**config.mk**
```make
export PLATFORM = sky130hd
export DESIGN_NAME = chip8_core
export DESIGN_NICKNAME = d
export VERILOG_FILES = /design/src/chip8_pkg.sv /design/src/chip8_instr_if.sv /design/src/chip8_fetch.sv /design/src/chip8_instr_fifo.sv /design/src/chip8_exec.sv /design/src/chip8_core.sv
export SDC_FILE = /design/constraint.sdc
export NUM_CORES = 1
export LEC_CHECK = 0
export ABC_CLOCK_PERIOD_IN_PS = 6800
export BUFFER_PORTS_ARGS = -buffer_cell sky130_fd_sc_hd__buf_4
export CORE_ASPECT_RATIO = 2
export CORE_UTILIZATION = 55
export DETAILED_ROUTE_END_ITERATION = 8
export HOLD_SLACK_MARGIN = 0.08
export PLACE_DENSITY_LB_ADDON = 0.2
export SYNTH_ARGS = -nofsm -noshare
export SYNTH_HDL_FRONTEND = slang
export SYNTH_SLANG_ARGS = --single-unit
```
**constraint.sdc**
```tcl
create_clock -name clk -period 6.8 [get_ports clk]
set_input_delay 0.34 -clock clk [delete_from_list [all_inputs] [get_ports clk]]
set_output_delay 0.34 -clock clk [all_outputs]
set_load 0.02 [all_outputs]
```
**src/chip8_pkg.sv**
```systemverilog
package chip8_pkg;

    // Datapath widths
    localparam int ADDR_W    = 12;
    localparam int BYTE_W    = 8;
    localparam int INSTR_W   = 16;
    localparam int REG_IDX_W = 4;
    localparam int NUM_REGS  = 16;

    typedef logic [ADDR_W-1:0]    addr_t;
    typedef logic [BYTE_W-1:0]    byte_t;
    typedef logic [INSTR_W-1:0]   instr_t;
    typedef logic [REG_IDX_W-1:0] reg_idx_t;

    // Program start and the flag register
    localparam addr_t    RESET_PC = 12'h200;
    localparam reg_idx_t VF_IDX   = 4'd15;

    // Queue payload, instruction word plus the address it came from
    typedef struct packed {
        instr_t instr;
        addr_t  pc;
    } fetch_item_t;

    // Sub-operation of the 8xyN group, encoded as the low nibble
    typedef enum logic [3:0] {
        ALU_LD   = 4'h0,
        ALU_OR   = 4'h1,
        ALU_AND  = 4'h2,
        ALU_XOR  = 4'h3,
        ALU_ADD  = 4'h4,
        ALU_SUB  = 4'h5,
        ALU_SHR  = 4'h6,
        ALU_SUBN = 4'h7,
        ALU_SHL  = 4'h8
    } alu_op_e;

    // Instruction classes kept by the core, everything else is a no-op
    typedef enum logic [3:0] {
        OP_NOP,
        OP_LD_BYTE,
        OP_ADD_BYTE,
        OP_ALU,
        OP_SE_BYTE,
        OP_SNE_BYTE,
        OP_SE_REG,
        OP_SNE_REG,
        OP_JP,
        OP_JP_V0
    } op_class_e;

    // Instruction field helpers
    function automatic logic [3:0] instr_opc(instr_t instr);
        return instr[15:12];
    endfunction

    function automatic reg_idx_t instr_x(instr_t instr);
        return instr[11:8];
    endfunction

    function automatic reg_idx_t instr_y(instr_t instr);
        return instr[7:4];
    endfunction

    function automatic byte_t instr_kk(instr_t instr);
        return instr[7:0];
    endfunction

    function automatic addr_t instr_nnn(instr_t instr);
        return instr[11:0];
    endfunction

endpackage

```
**src/chip8_instr_if.sv**
```systemverilog
interface chip8_instr_if;

    logic                   valid;
    logic                   ready;
    chip8_pkg::fetch_item_t item;
    // Drop request travelling upstream from execute
    logic                   flush;

    modport producer (
        output valid,
        output item,
        input  ready,
        input  flush
    );

    modport consumer (
        input  valid,
        input  item,
        output ready,
        output flush
    );

endinterface

```
**src/chip8_fetch.sv**
```systemverilog
module chip8_fetch #(
    parameter chip8_pkg::addr_t START_PC = chip8_pkg::RESET_PC
) (
    input  logic                clk,
    input  logic                arst_n_i,
    input  logic                redirect_i,
    input  chip8_pkg::addr_t    target_i,
    output logic                mem_rd_o,
    output chip8_pkg::addr_t    mem_addr_o,
    input  chip8_pkg::byte_t    mem_rdata_i,
    input  logic                mem_ack_i,
    chip8_instr_if.producer     q
);

    typedef enum logic [1:0] {
        S_HI,
        S_LO,
        S_OFFER,
        S_DISCARD
    } state_e;

    state_e           state_q;
    chip8_pkg::addr_t pc_q;
    chip8_pkg::byte_t hi_q;
    chip8_pkg::byte_t lo_q;
    logic             xfer;

    assign q.valid = (state_q == S_OFFER);
    assign q.item  = chip8_pkg::fetch_item_t'{instr: {hi_q, lo_q}, pc: pc_q};
    assign xfer    = q.valid && q.ready;

    // Fetch pointer follows a redirect or steps per accepted instruction
    always_ff @(posedge clk or negedge arst_n_i) begin
        if (!arst_n_i) begin
            pc_q <= START_PC;
        end else if (redirect_i) begin
            pc_q <= target_i;
        end else if (xfer) begin
            pc_q <= pc_q + 12'd2;
        end
    end

    always_ff @(posedge clk or negedge arst_n_i) begin
        if (!arst_n_i) begin
            state_q    <= S_HI;
            mem_rd_o   <= 1'b0;
            mem_addr_o <= START_PC;
        end else begin
            case (state_q)
                S_HI, S_LO: begin
                    if (mem_rd_o && !mem_ack_i) begin
                        // A redirect during a pending read throws its byte away
                        if (redirect_i) begin
                            state_q <= S_DISCARD;
                        end
                    end else if (mem_rd_o) begin
                        mem_rd_o <= 1'b0;
                        if (redirect_i) begin
                            state_q <= S_HI;
                        end else if (state_q == S_HI) begin
                            state_q <= S_LO;
                        end else begin
                            state_q <= S_OFFER;
                        end
                    end else if (redirect_i) begin
                        state_q <= S_HI;
                    end else begin
                        mem_rd_o   <= 1'b1;
                        mem_addr_o <= (state_q == S_HI) ? pc_q : pc_q + 12'd1;
                    end
                end
                S_OFFER: begin
                    // Offered item is dropped on flush
                    if (q.flush || xfer) begin
                        state_q <= S_HI;
                    end
                end
                S_DISCARD: begin
                    if (mem_ack_i) begin
                        mem_rd_o <= 1'b0;
                        state_q  <= S_HI;
                    end
                end
                default: begin
                    state_q <= S_HI;
                end
            endcase
        end
    end

    // Acknowledged byte lands in the half that was requested
    always_ff @(posedge clk) begin
        if (mem_rd_o && mem_ack_i && !redirect_i) begin
            if (state_q == S_HI) begin
                hi_q <= mem_rdata_i;
            end
            if (state_q == S_LO) begin
                lo_q <= mem_rdata_i;
            end
        end
    end

endmodule

```
**src/chip8_instr_fifo.sv**
```systemverilog
module chip8_instr_fifo #(
    parameter int FIFO_DEPTH = 4
) (
    input  logic            clk,
    input  logic            arst_n_i,
    chip8_instr_if.consumer in_q,
    chip8_instr_if.producer out_q,
    input  logic            flush_i
);

    localparam int PTR_W = (FIFO_DEPTH > 1) ? $clog2(FIFO_DEPTH) : 1;
    localparam int CNT_W = $clog2(FIFO_DEPTH + 1);

    chip8_pkg::fetch_item_t mem [FIFO_DEPTH];

    logic [PTR_W-1:0] wr_ptr_q;
    logic [PTR_W-1:0] rd_ptr_q;
    logic [CNT_W-1:0] count_q;
    logic             full;
    logic             push;
    logic             pop;

    assign full = (count_q == CNT_W'(FIFO_DEPTH));

    // Nothing enters on the redirect cycle
    assign in_q.ready = !full && !flush_i;
    // Pass the drop request on to fetch
    assign in_q.flush = out_q.flush;

    assign out_q.valid = (count_q != '0);
    assign out_q.item  = mem[rd_ptr_q];

    assign push = in_q.valid && in_q.ready;
    assign pop  = out_q.valid && out_q.ready;

    function automatic logic [PTR_W-1:0] ptr_inc(logic [PTR_W-1:0] ptr);
        return (ptr == PTR_W'(FIFO_DEPTH - 1)) ? '0 : ptr + 1'b1;
    endfunction

    always_ff @(posedge clk or negedge arst_n_i) begin
        if (!arst_n_i) begin
            wr_ptr_q <= '0;
            rd_ptr_q <= '0;
            count_q  <= '0;
        end else if (flush_i) begin
            // Flush empties the queue in one step
            rd_ptr_q <= wr_ptr_q;
            count_q  <= '0;
        end else begin
            if (push) begin
                wr_ptr_q <= ptr_inc(wr_ptr_q);
            end
            if (pop) begin
                rd_ptr_q <= ptr_inc(rd_ptr_q);
            end
            if (push && !pop) begin
                count_q <= count_q + 1'b1;
            end else if (pop && !push) begin
                count_q <= count_q - 1'b1;
            end
        end
    end

    always_ff @(posedge clk) begin
        if (push) begin
            mem[wr_ptr_q] <= in_q.item;
        end
    end

endmodule

```
**src/chip8_exec.sv**
```systemverilog
module chip8_exec #(
    parameter chip8_pkg::addr_t START_PC = chip8_pkg::RESET_PC
) (
    input  logic                clk,
    input  logic                arst_n_i,
    chip8_instr_if.consumer     q,
    output logic                redirect_o,
    output chip8_pkg::addr_t    target_o,
    output logic                ret_valid_o,
    output chip8_pkg::addr_t    ret_pc_o,
    output logic                ret_rd_we_o,
    output chip8_pkg::reg_idx_t ret_rd_idx_o,
    output chip8_pkg::byte_t    ret_rd_data_o,
    output logic                ret_vf_we_o,
    output logic                ret_vf_o
);

    chip8_pkg::byte_t       regs [chip8_pkg::NUM_REGS];
    logic                   stage_valid_q;
    chip8_pkg::fetch_item_t stage_q;
    chip8_pkg::addr_t       exp_pc_q;

    chip8_pkg::instr_t      instr;
    chip8_pkg::addr_t       pc;
    chip8_pkg::reg_idx_t    x;
    chip8_pkg::byte_t       kk;
    chip8_pkg::addr_t       nnn;
    chip8_pkg::byte_t       vx;
    chip8_pkg::byte_t       vy;
    chip8_pkg::byte_t       v0;

    chip8_pkg::op_class_e   op_class;
    chip8_pkg::alu_op_e     alu_op;
    chip8_pkg::byte_t       alu_res;
    logic                   alu_flag;
    logic                   alu_flag_we;
    logic [8:0]             sum;

    logic                   retire;
    logic                   rd_we;
    chip8_pkg::byte_t       rd_data;
    logic                   vf_we;
    logic                   vf_val;
    logic                   taken;

    assign instr = stage_q.instr;
    assign pc    = stage_q.pc;
    assign x     = chip8_pkg::instr_x(instr);
    assign kk    = chip8_pkg::instr_kk(instr);
    assign nnn   = chip8_pkg::instr_nnn(instr);
    assign vx    = regs[x];
    assign vy    = regs[chip8_pkg::instr_y(instr)];
    assign v0    = regs[0];

    // Hold off on the redirect cycle so nothing from the old path slips in
    assign q.ready = !redirect_o;
    assign q.flush = redirect_o;

    // Items left over from a flushed path carry the wrong pc
    assign retire = stage_valid_q && (pc == exp_pc_q);

    always_ff @(posedge clk or negedge arst_n_i) begin
        if (!arst_n_i) begin
            stage_valid_q <= 1'b0;
        end else begin
            stage_valid_q <= q.valid && q.ready;
        end
    end

    always_ff @(posedge clk) begin
        if (q.valid && q.ready) begin
            stage_q <= q.item;
        end
    end

    // Decode
    always_comb begin
        op_class = chip8_pkg::OP_NOP;
        alu_op   = chip8_pkg::ALU_LD;
        case (chip8_pkg::instr_opc(instr))
            4'h1: op_class = chip8_pkg::OP_JP;
            4'h3: op_class = chip8_pkg::OP_SE_BYTE;
            4'h4: op_class = chip8_pkg::OP_SNE_BYTE;
            4'h5: if (instr[3:0] == 4'h0) op_class = chip8_pkg::OP_SE_REG;
            4'h6: op_class = chip8_pkg::OP_LD_BYTE;
            4'h7: op_class = chip8_pkg::OP_ADD_BYTE;
            4'h8: begin
                if (instr[3:0] <= 4'h8) begin
                    op_class = chip8_pkg::OP_ALU;
                    alu_op   = chip8_pkg::alu_op_e'(instr[3:0]);
                end
            end
            4'h9: if (instr[3:0] == 4'h0) op_class = chip8_pkg::OP_SNE_REG;
            4'hB: op_class = chip8_pkg::OP_JP_V0;
            default: op_class = chip8_pkg::OP_NOP;
        endcase
    end

    // 8xy group
    always_comb begin
        sum         = {1'b0, vx} + {1'b0, vy};
        alu_res     = vy;
        alu_flag    = 1'b0;
        alu_flag_we = 1'b0;
        case (alu_op)
            chip8_pkg::ALU_OR:  alu_res = vx | vy;
            chip8_pkg::ALU_AND: alu_res = vx & vy;
            chip8_pkg::ALU_XOR: alu_res = vx ^ vy;
            chip8_pkg::ALU_ADD: begin
                alu_res     = sum[7:0];
                alu_flag    = sum[8];
                alu_flag_we = 1'b1;
            end
            chip8_pkg::ALU_SUB: begin
                alu_res     = vx - vy;
                alu_flag    = (vx > vy);
                alu_flag_we = 1'b1;
            end
            chip8_pkg::ALU_SHR: begin
                alu_res     = vx >> 1;
                alu_flag    = vx[0];
                alu_flag_we = 1'b1;
            end
            chip8_pkg::ALU_SUBN: begin
                alu_res     = vy - vx;
                alu_flag    = (vy > vx);
                alu_flag_we = 1'b1;
            end
            chip8_pkg::ALU_SHL: begin
                alu_res     = vx << 1;
                alu_flag    = vx[7];
                alu_flag_we = 1'b1;
            end
            default: alu_res = vy;
        endcase
    end

    // Writeback values, skips and jumps
    always_comb begin
        rd_we    = 1'b0;
        rd_data  = kk;
        vf_we    = 1'b0;
        vf_val   = 1'b0;
        taken    = 1'b0;
        target_o = pc + 12'd4;
        case (op_class)
            chip8_pkg::OP_LD_BYTE:  rd_we = 1'b1;
            chip8_pkg::OP_ADD_BYTE: begin
                rd_we   = 1'b1;
                rd_data = vx + kk;
            end
            chip8_pkg::OP_ALU: begin
                rd_we   = 1'b1;
                rd_data = alu_res;
                vf_we   = alu_flag_we;
                vf_val  = alu_flag;
            end
            chip8_pkg::OP_SE_BYTE:  taken = (vx == kk);
            chip8_pkg::OP_SNE_BYTE: taken = (vx != kk);
            chip8_pkg::OP_SE_REG:   taken = (vx == vy);
            chip8_pkg::OP_SNE_REG:  taken = (vx != vy);
            chip8_pkg::OP_JP: begin
                taken    = 1'b1;
                target_o = nnn;
            end
            chip8_pkg::OP_JP_V0: begin
                taken    = 1'b1;
                target_o = nnn + chip8_pkg::addr_t'(v0);
            end
            default: taken = 1'b0;
        endcase
    end

    assign redirect_o    = retire && taken;
    assign ret_valid_o   = retire;
    assign ret_pc_o      = pc;
    assign ret_rd_we_o   = retire && rd_we;
    assign ret_rd_idx_o  = x;
    assign ret_rd_data_o = rd_data;
    assign ret_vf_we_o   = retire && vf_we;
    assign ret_vf_o      = vf_val;

    always_ff @(posedge clk or negedge arst_n_i) begin
        if (!arst_n_i) begin
            exp_pc_q <= START_PC;
        end else if (retire) begin
            exp_pc_q <= taken ? target_o : pc + 12'd2;
        end
    end

    // Flag first, so a result aimed at VF wins
    always_ff @(posedge clk or negedge arst_n_i) begin
        if (!arst_n_i) begin
            for (int i = 0; i < chip8_pkg::NUM_REGS; i++) begin
                regs[i] <= '0;
            end
        end else if (retire) begin
            if (vf_we) begin
                regs[chip8_pkg::VF_IDX] <= {7'd0, vf_val};
            end
            if (rd_we) begin
                regs[x] <= rd_data;
            end
        end
    end

endmodule

```
**src/chip8_core.sv**
```systemverilog
module chip8_core #(
    parameter int               FIFO_DEPTH = 4,
    parameter chip8_pkg::addr_t START_PC   = chip8_pkg::RESET_PC
) (
    input  logic                clk,
    input  logic                arst_n_i,
    output logic                mem_rd_o,
    output chip8_pkg::addr_t    mem_addr_o,
    input  chip8_pkg::byte_t    mem_rdata_i,
    input  logic                mem_ack_i,
    output logic                ret_valid_o,
    output chip8_pkg::addr_t    ret_pc_o,
    output logic                ret_rd_we_o,
    output chip8_pkg::reg_idx_t ret_rd_idx_o,
    output chip8_pkg::byte_t    ret_rd_data_o,
    output logic                ret_vf_we_o,
    output logic                ret_vf_o
);

    logic             redirect;
    chip8_pkg::addr_t target;

    chip8_instr_if fetch_q ();
    chip8_instr_if exec_q ();

    chip8_fetch #(
        .START_PC (START_PC)
    ) u_fetch (
        .clk         (clk),
        .arst_n_i    (arst_n_i),
        .redirect_i  (redirect),
        .target_i    (target),
        .mem_rd_o    (mem_rd_o),
        .mem_addr_o  (mem_addr_o),
        .mem_rdata_i (mem_rdata_i),
        .mem_ack_i   (mem_ack_i),
        .q           (fetch_q.producer)
    );

    chip8_instr_fifo #(
        .FIFO_DEPTH (FIFO_DEPTH)
    ) u_fifo (
        .clk      (clk),
        .arst_n_i (arst_n_i),
        .in_q     (fetch_q.consumer),
        .out_q    (exec_q.producer),
        .flush_i  (redirect)
    );

    chip8_exec #(
        .START_PC (START_PC)
    ) u_exec (
        .clk           (clk),
        .arst_n_i      (arst_n_i),
        .q             (exec_q.consumer),
        .redirect_o    (redirect),
        .target_o      (target),
        .ret_valid_o   (ret_valid_o),
        .ret_pc_o      (ret_pc_o),
        .ret_rd_we_o   (ret_rd_we_o),
        .ret_rd_idx_o  (ret_rd_idx_o),
        .ret_rd_data_o (ret_rd_data_o),
        .ret_vf_we_o   (ret_vf_we_o),
        .ret_vf_o      (ret_vf_o)
    );

endmodule

```
Word-level counts from Yosys, hierarchy flattened

Memories as Yosys holds them, arrays and structs flattened. A register that Yosys moved wholly into a read port is not among the register bits.
Cells that the tools add are included.

Input port bits: 11
Output and inout bits: 41
Register bits: 191
Memories: 1
Logic and storage cells: 188
Bits in writable memories: 112

Memories:

| name       | words | width | rd ports | clocked after memory_dff | wr ports | line                   | RTL |
|---|---|---|---|---|---|---|---|
| u_fifo.mem | 4     | 28    | 1        | 1                        | 1        | chip8_instr_fifo.sv:14 | `chip8_pkg::fetch_item_t mem [FIFO_DEPTH];` |

Reductions and logical operators: 37
Equal/unequal tests: 42
Multiplexer cells: 54
Order comparisons: 6
Add/subtract/negate cells: 13
Bitwise gates (word level): 8

Operators by type and width:

| cell                  | count |
|---|---|
| $bwmux 128            | 1 |
| $bmux 8 s4            | 2 |
| $mux 8                | 8 |
| $pmux 8 s8            | 1 |
| $eq 4x3->1 const B    | 12 |
| $mux 12               | 4 |
| $pmux 4 s9            | 1 |
| $demux 8 s4           | 1 |
| $mux 2                | 13 |
| $add 12x2->12 const B | 2 |
| $eq 4x4->1 const B    | 6 |
| $pmux 12 s2           | 1 |
| $eq 4x2->1 const B    | 5 |
| $eq 8x8->1            | 2 |
| $gt 8x8->1            | 2 |
| $ne 8x8->1            | 2 |
| $pmux 8 s2            | 1 |
| $sub 8x8->8           | 2 |
| $mux 3                | 5 |
| $logic_and 1x1->1     | 13 |
| $add 12x1->12 const B | 1 |
| $add 12x3->12 const B | 1 |
| $add 12x8->12         | 1 |
| $eq 12x12->1          | 1 |
| other kinds (37)      | 72 |

Logic depth before layout (Yosys ltp)

Depth in word-level cells: 15
Depth in mapped cells: 21
Depth with buffers taken out: 16

Hierarchy

From an unflattened synthesis, not the netlist that was laid out.

Cell total of the unflattened synthesis: 1515
Area total of the unflattened synthesis: 18353.9 µm²

By module, submodules not included:

| module           | cells each | seq. area each (µm²) | area each (µm²) | instances |
|---|---|---|---|---|
| chip8_exec       | 1121       | 4370.4               | 11747.5         | 1 |
| chip8_instr_fifo | 213        | 3538.4               | 4633.2          | 1 |
| chip8_fetch      | 181        | 1158.6               | 1973.1          | 1 |

Least setup slack after synthesis

OpenSTA, ideal clock, no wires.

Path kind: reg-to-reg
Start point: register, netlist name u_exec.instr[4]
End point: memory u_fifo.mem[0][0] (netlist bit) (enable)
Library setup time: 0.388 ns
Data required time: 6.412 ns
Arrival time: 4.904 ns
Slack: 1.509 ns
Buffers on the path: 4
Stages on the path, launching flop included: 15
Cell sequence: edfxtp_1 -> clkbuf_1 -> buf_2 -> mux4_2 -> mux4_2 -> inv_1 -> ha_1 -> clkbuf_1 -> or4_1 -> nor3_1 -> a21boi_0 -> o31ai_1 -> o311ai_2 -> buf_4 -> and3_1

Word-level cells in the longest chain between the ends: 12
Elaborated cells between the ends (all ways): 15
Those cells by class: eq/ne (4); mux (6); bitwise (1); reduce/logical (4)

Ends and longest elaborated chain:

| what                                      | line                                 | RTL |
|---|---|---|
| $not 4->5 (not written as such)           | chip8_exec.sv:52                     | `assign vy = regs[chip8_pkg::instr_y(instr)];` |
| $bmux 8 s4                                | chip8_exec.sv:52                     |  |
| $mux 8 (not written as such) (2 in a row) | chip8_exec.sv:52                     |  |
| $ne 8x8->1 or $eq 8x8->1 (tied branches)  | chip8_exec.sv:161, chip8_exec.sv:160 |  |
| $pmux 1 s5 (*)                            | chip8_exec.sv:146                    | `case (op_class)` |
| $logic_and 1x1->1 (*)                     | chip8_exec.sv:174                    | `assign redirect_o = retire && taken;` |
| $logic_not 1->1 (*)                       | chip8_instr_fifo.sv:26               | `assign in_q.ready = !full && !flush_i;` |
| $logic_and 1x1->1 (*)                     | chip8_instr_fifo.sv:26               |  |
| $logic_and 1x1->1 (*)                     | chip8_instr_fifo.sv:33               | `assign push = in_q.valid && in_q.ready;` |
| $mux 1 (*)                                | chip8_instr_fifo.sv:65               | `if (push) begin` |
| $mux 1 (not written as such) (*)          | chip8_instr_fifo.sv:66               | `mem[wr_ptr_q] <= in_q.item;` |
| end, declared                             | chip8_instr_fifo.sv:14               |  |

Every way passes the cells marked *; elsewhere a longest branch is shown, timed or not. The select of a mux whose other input is x is not followed.

Worst setup path in the final report

Start point: register, netlist name u_exec.instr[4]
End point: output ret_rd_data_o[6]

Word-level cells in the longest chain between the ends: 7
Elaborated cells between the ends (all ways): 13
Those cells by class: add/sub (4); mux (5); bitwise (4)

Ends and longest elaborated chain:

| what                                      | line              | RTL |
|---|---|---|
| $not 4->5 (not written as such)           | chip8_exec.sv:52  |  |
| $bmux 8 s4                                | chip8_exec.sv:52  |  |
| $mux 8 (not written as such) (2 in a row) | chip8_exec.sv:52  |  |
| $sub 8x8->8, or another cell as far along | chip8_exec.sv:125 | `alu_res = vy - vx;` |
| $pmux 8 s8                                | chip8_exec.sv:105 | `case (alu_op)` |
| $pmux 8 s2 (*)                            | chip8_exec.sv:146 |  |
| end, declared                             | chip8_core.sv:15  | `output chip8_pkg::byte_t ret_rd_data_o,` |

Marked as above.

==> reports/results.ini <==
[yosys]
synth_common_cells=197 x nand2_1, 172 x dfrtp_1, 164 x o21ai_0
synth_flop_cell=dfrtp_1
synthDistinctLibCells=86
synthSimpleGateAreaFrac=0.110
synth_compound_area_frac=0.116
netlist_area_um2=17900
synth_xor_xnor_area_share=0.0361
synth_fa_ha_area_frac=0.0453
synth_top_area_cell=edfxtp_1
ys_top_cells_by_area=edfxtp_1 26%, dfrtp_1 24%, mux4_2 13%
avgSynthCellArea_um2=11.8
yosysSeqAreaShare=0.505
synth-edff-count=156
syn-instance-count=1523
ys_warn_count=0
synth_top_family_by_area=multiplexers
synthMostInstantiatedCell=nand2_1
netlist.area_leader.share=0.261
syn-num-nets=1596
synth_async_sr_flop_share=0.529
synth_mux_area_frac=0.152
yosys_register_bits=331

[floorplan]
fp.dieW_um=130
die-area_um2=33400
initial_core_util=0.559
row_count=93
io_pins=52
fp.coreArea_um2=32100
die_y_um=257

[route]
drt_iter0_drc=833
drc=0
drt-vias-per-instance=6.37
antenna_left=0
first_pass_iters=5
dr_total_vias=12700
routed_wl_um=53700
wl_per_cell_um=26.9

[critical_path]
path_cells=buf_12 -> mux4_2 -> mux4_2 -> ha_1 -> fa_1 -> a21o_1 -> a21oi_1 -> o21ai_0 -> a31oi_1 -> xnor2_1 -> nand2_1 -> a22o_1 -> inv_1 -> buf_4
cp_max_fo=26
r2r_cells=14
end_kind=output port
crit_required_ns=6.46
endpoint=ret_rd_data_o[6]
cp_slowest_stage_delay_ns=0.86
startpoint=u_exec.instr[4]
r2r_end=u_fetch.lo_q[4]
path_depth=14
r2r_slack_ns=0.91
cp_num_buf_inv=3
worst_path_max_delay_cell=edfxtp_1
critPathTopFamily=compound AO/OA/AOI/OAI gates
crit_top_cell=mux4_2
crit_type=reg2out
arrival_ns=5.97
r2r_start=u_exec.instr[4]
critPathLaunchType=flip-flop

[cts]
htree_levels=1
cts_made_buffers=28
post_cts_buffers=0
clk_pin_slew_worst_paths_ns=0.07
clockBufferDepth=3
clock_sinks=331
cts_tree=built
clkLatencyLatePin_ns=0.58
clockRootBuffer=clkbuf_16

[global_routing]
grt_pass1_wl_um=81500
grt_overflow=0
grt_pass1_vias=13400
grt.total_usage=0.341
antenna_found_initial=0
grt_max_degree=81

[timing]
finalCritPeriodShare=0.928
slew_headroom=0.0616
fmax_mhz=159
hold_viol=0
tns_ns=0
fin_skew_ns=0.0155
slew_violations=0
grt_setup_unrepaired=no
post-route-min-period_ns=6.31
setup_viol=0
tightest_slew_ns=1.40

[layout]
diodes=0
layout-drive-gt1-share=0.189
final_util=0.617
area_growth_pct=10.5
layout.nets=1621

[place]
place.gp.congestion=0.990
dp_hpwl_um=38500
io_buffers=51

[hold_path]
min_path_cells=3
worstHoldPathType=in2reg

[power_and_ir_drop]
p_leak_nw=7.63
cellPowerDensity_nw_per_um2=398
irDropWorstVdd_mv=0.366

[outcome]
status=finished, final reports clean

[run]
max_cap_viol_count=0

[placed cells by master, fill, tap and decap left out, types with 7 or more instances in the layout]
cell           netlist  layout
dfrtp_1            172     171
a31oi_1              8       8
ha_1                57      57
dlygate4sd3_1        0       9
mux2_2              23      23
buf_4                9      85
o21ai_0            164     164
inv_1               47      47
o211ai_1             9       9
xor2_1              26      26
a21oi_2              9       9
xnor2_1             48      48
a21oi_1             56      56
mux2i_1             11      11
clkbuf_16            0      28
nand2_1            197     197
nor2_1              92      92
and3_1              11      11
nand4_1             14      14
o21a_1               7       7
nand2b_1            15      15
mux4_2             104     104
nor2b_1             11      11
edfxtp_1           156     156
a22oi_1              9       9
a211oi_1             9       9
nor3_1              24      20
nand3_1             19      19
[worst min-delay path by stage]
stage	start	endpoint
2_1_floorplan	arst_n_i	u_exec.exp_pc_q[0]
3_3_place_gp	arst_n_i	u_fetch.pc_q[0]
3_5_place_dp	arst_n_i	u_fetch.mem_addr_o[1]
4_1_cts	mem_ack_i	u_fetch.mem_rd_o
5_1_grt	mem_ack_i	u_fetch.mem_rd_o
6_report	mem_ack_i	u_fetch.mem_rd_o
[per-layer routing]
metal | vias up | wire [um] | track usage
met3 | 265 | 3240 | 0.0586
met2 | 558 | 27900 | 0.582
met4 | 0 | 5530 | 0.304
met5 | - | 0 | 0
met1 | 6234 | 17000 | 0.350
li1 | 5666 | - | -
[tightest hold or removal path: cells and delay by family]
kind,cells,cell delay [ns]
buffers and inverters,1,0.14
and+or+nand+nor,1,0.10
AOI/OAI and AO/OA,1,0.11
[per-stage QoR]
stage / instance area (um2) / setup WS, ns / instances / total power, mW / hold WS, ns
after floorplan: 17900 / 1.51 / 1523 / 5.02 / 0.0444
after global placement: 18800 / 1.05 / 1936 / 6.13 / 0.415
after detailed placement: 18800 / 0.990 / 1936 / 6.19 / 0.430
after CTS: 19800 / 0.688 / 1997 / 7.85 / 0.130
after global routing: 19800 / 0.249 / 1997 / 8.23 / 0.197
final: 19800 / 0.493 / 1997 / 7.89 / 0.143
[sequential cells by signal (all words and copies together) (netlist names), 2 cells and up]
register            cells
u_exec.exp_pc_q        12
u_exec.instr           16
u_exec.regs           120
u_exec.ret_pc_o        12
u_exec.v0               8
u_fetch.hi_q            8
u_fetch.lo_q            8
u_fetch.mem_addr_o     12
u_fetch.pc_q           12
u_fetch.state_q         2
u_fifo.count_q          3
u_fifo.mem            112
u_fifo.rd_ptr_q         2
u_fifo.wr_ptr_q         2
[power by group]
group	switching (mW)	internal, mW	total, mW
Sequential	0.587	2.49	3.07
Combinational	1.90	1.27	3.17
Clock	0.764	0.889	1.65
Total	3.25	4.64	7.89
[area by class of cell]
| type | count | area [um2] |
|---|---|---|
| Clock buffer | 32 | 716 |
| Clock inverter | 20 | 234 |
| Fill cell | 2636 | 12300 |
| Inverter | 47 | 176 |
| Multi-Input combinational cell | 1040 | 8260 |
| Sequential cell | 331 | 9070 |
| Tap cell | 427 | 534 |
| Timing Repair Buffer | 100 | 840 |
[logic make-up after synthesis]
family	Yosys count
muxes	139
xor gates and xnor gates	74
buffers and inverters	152
DFF	331
AOI/OAI and AO/OA	339
adders and majority gates	62
and+or+nand+nor	426
[timing repair]
item                                   in CTS  in global routing
endpoints found under the hold margin      91                  0
gates resized for setup                     0                  0
hold buffers                                9                  0
Power figures use the tool's default switching activity.
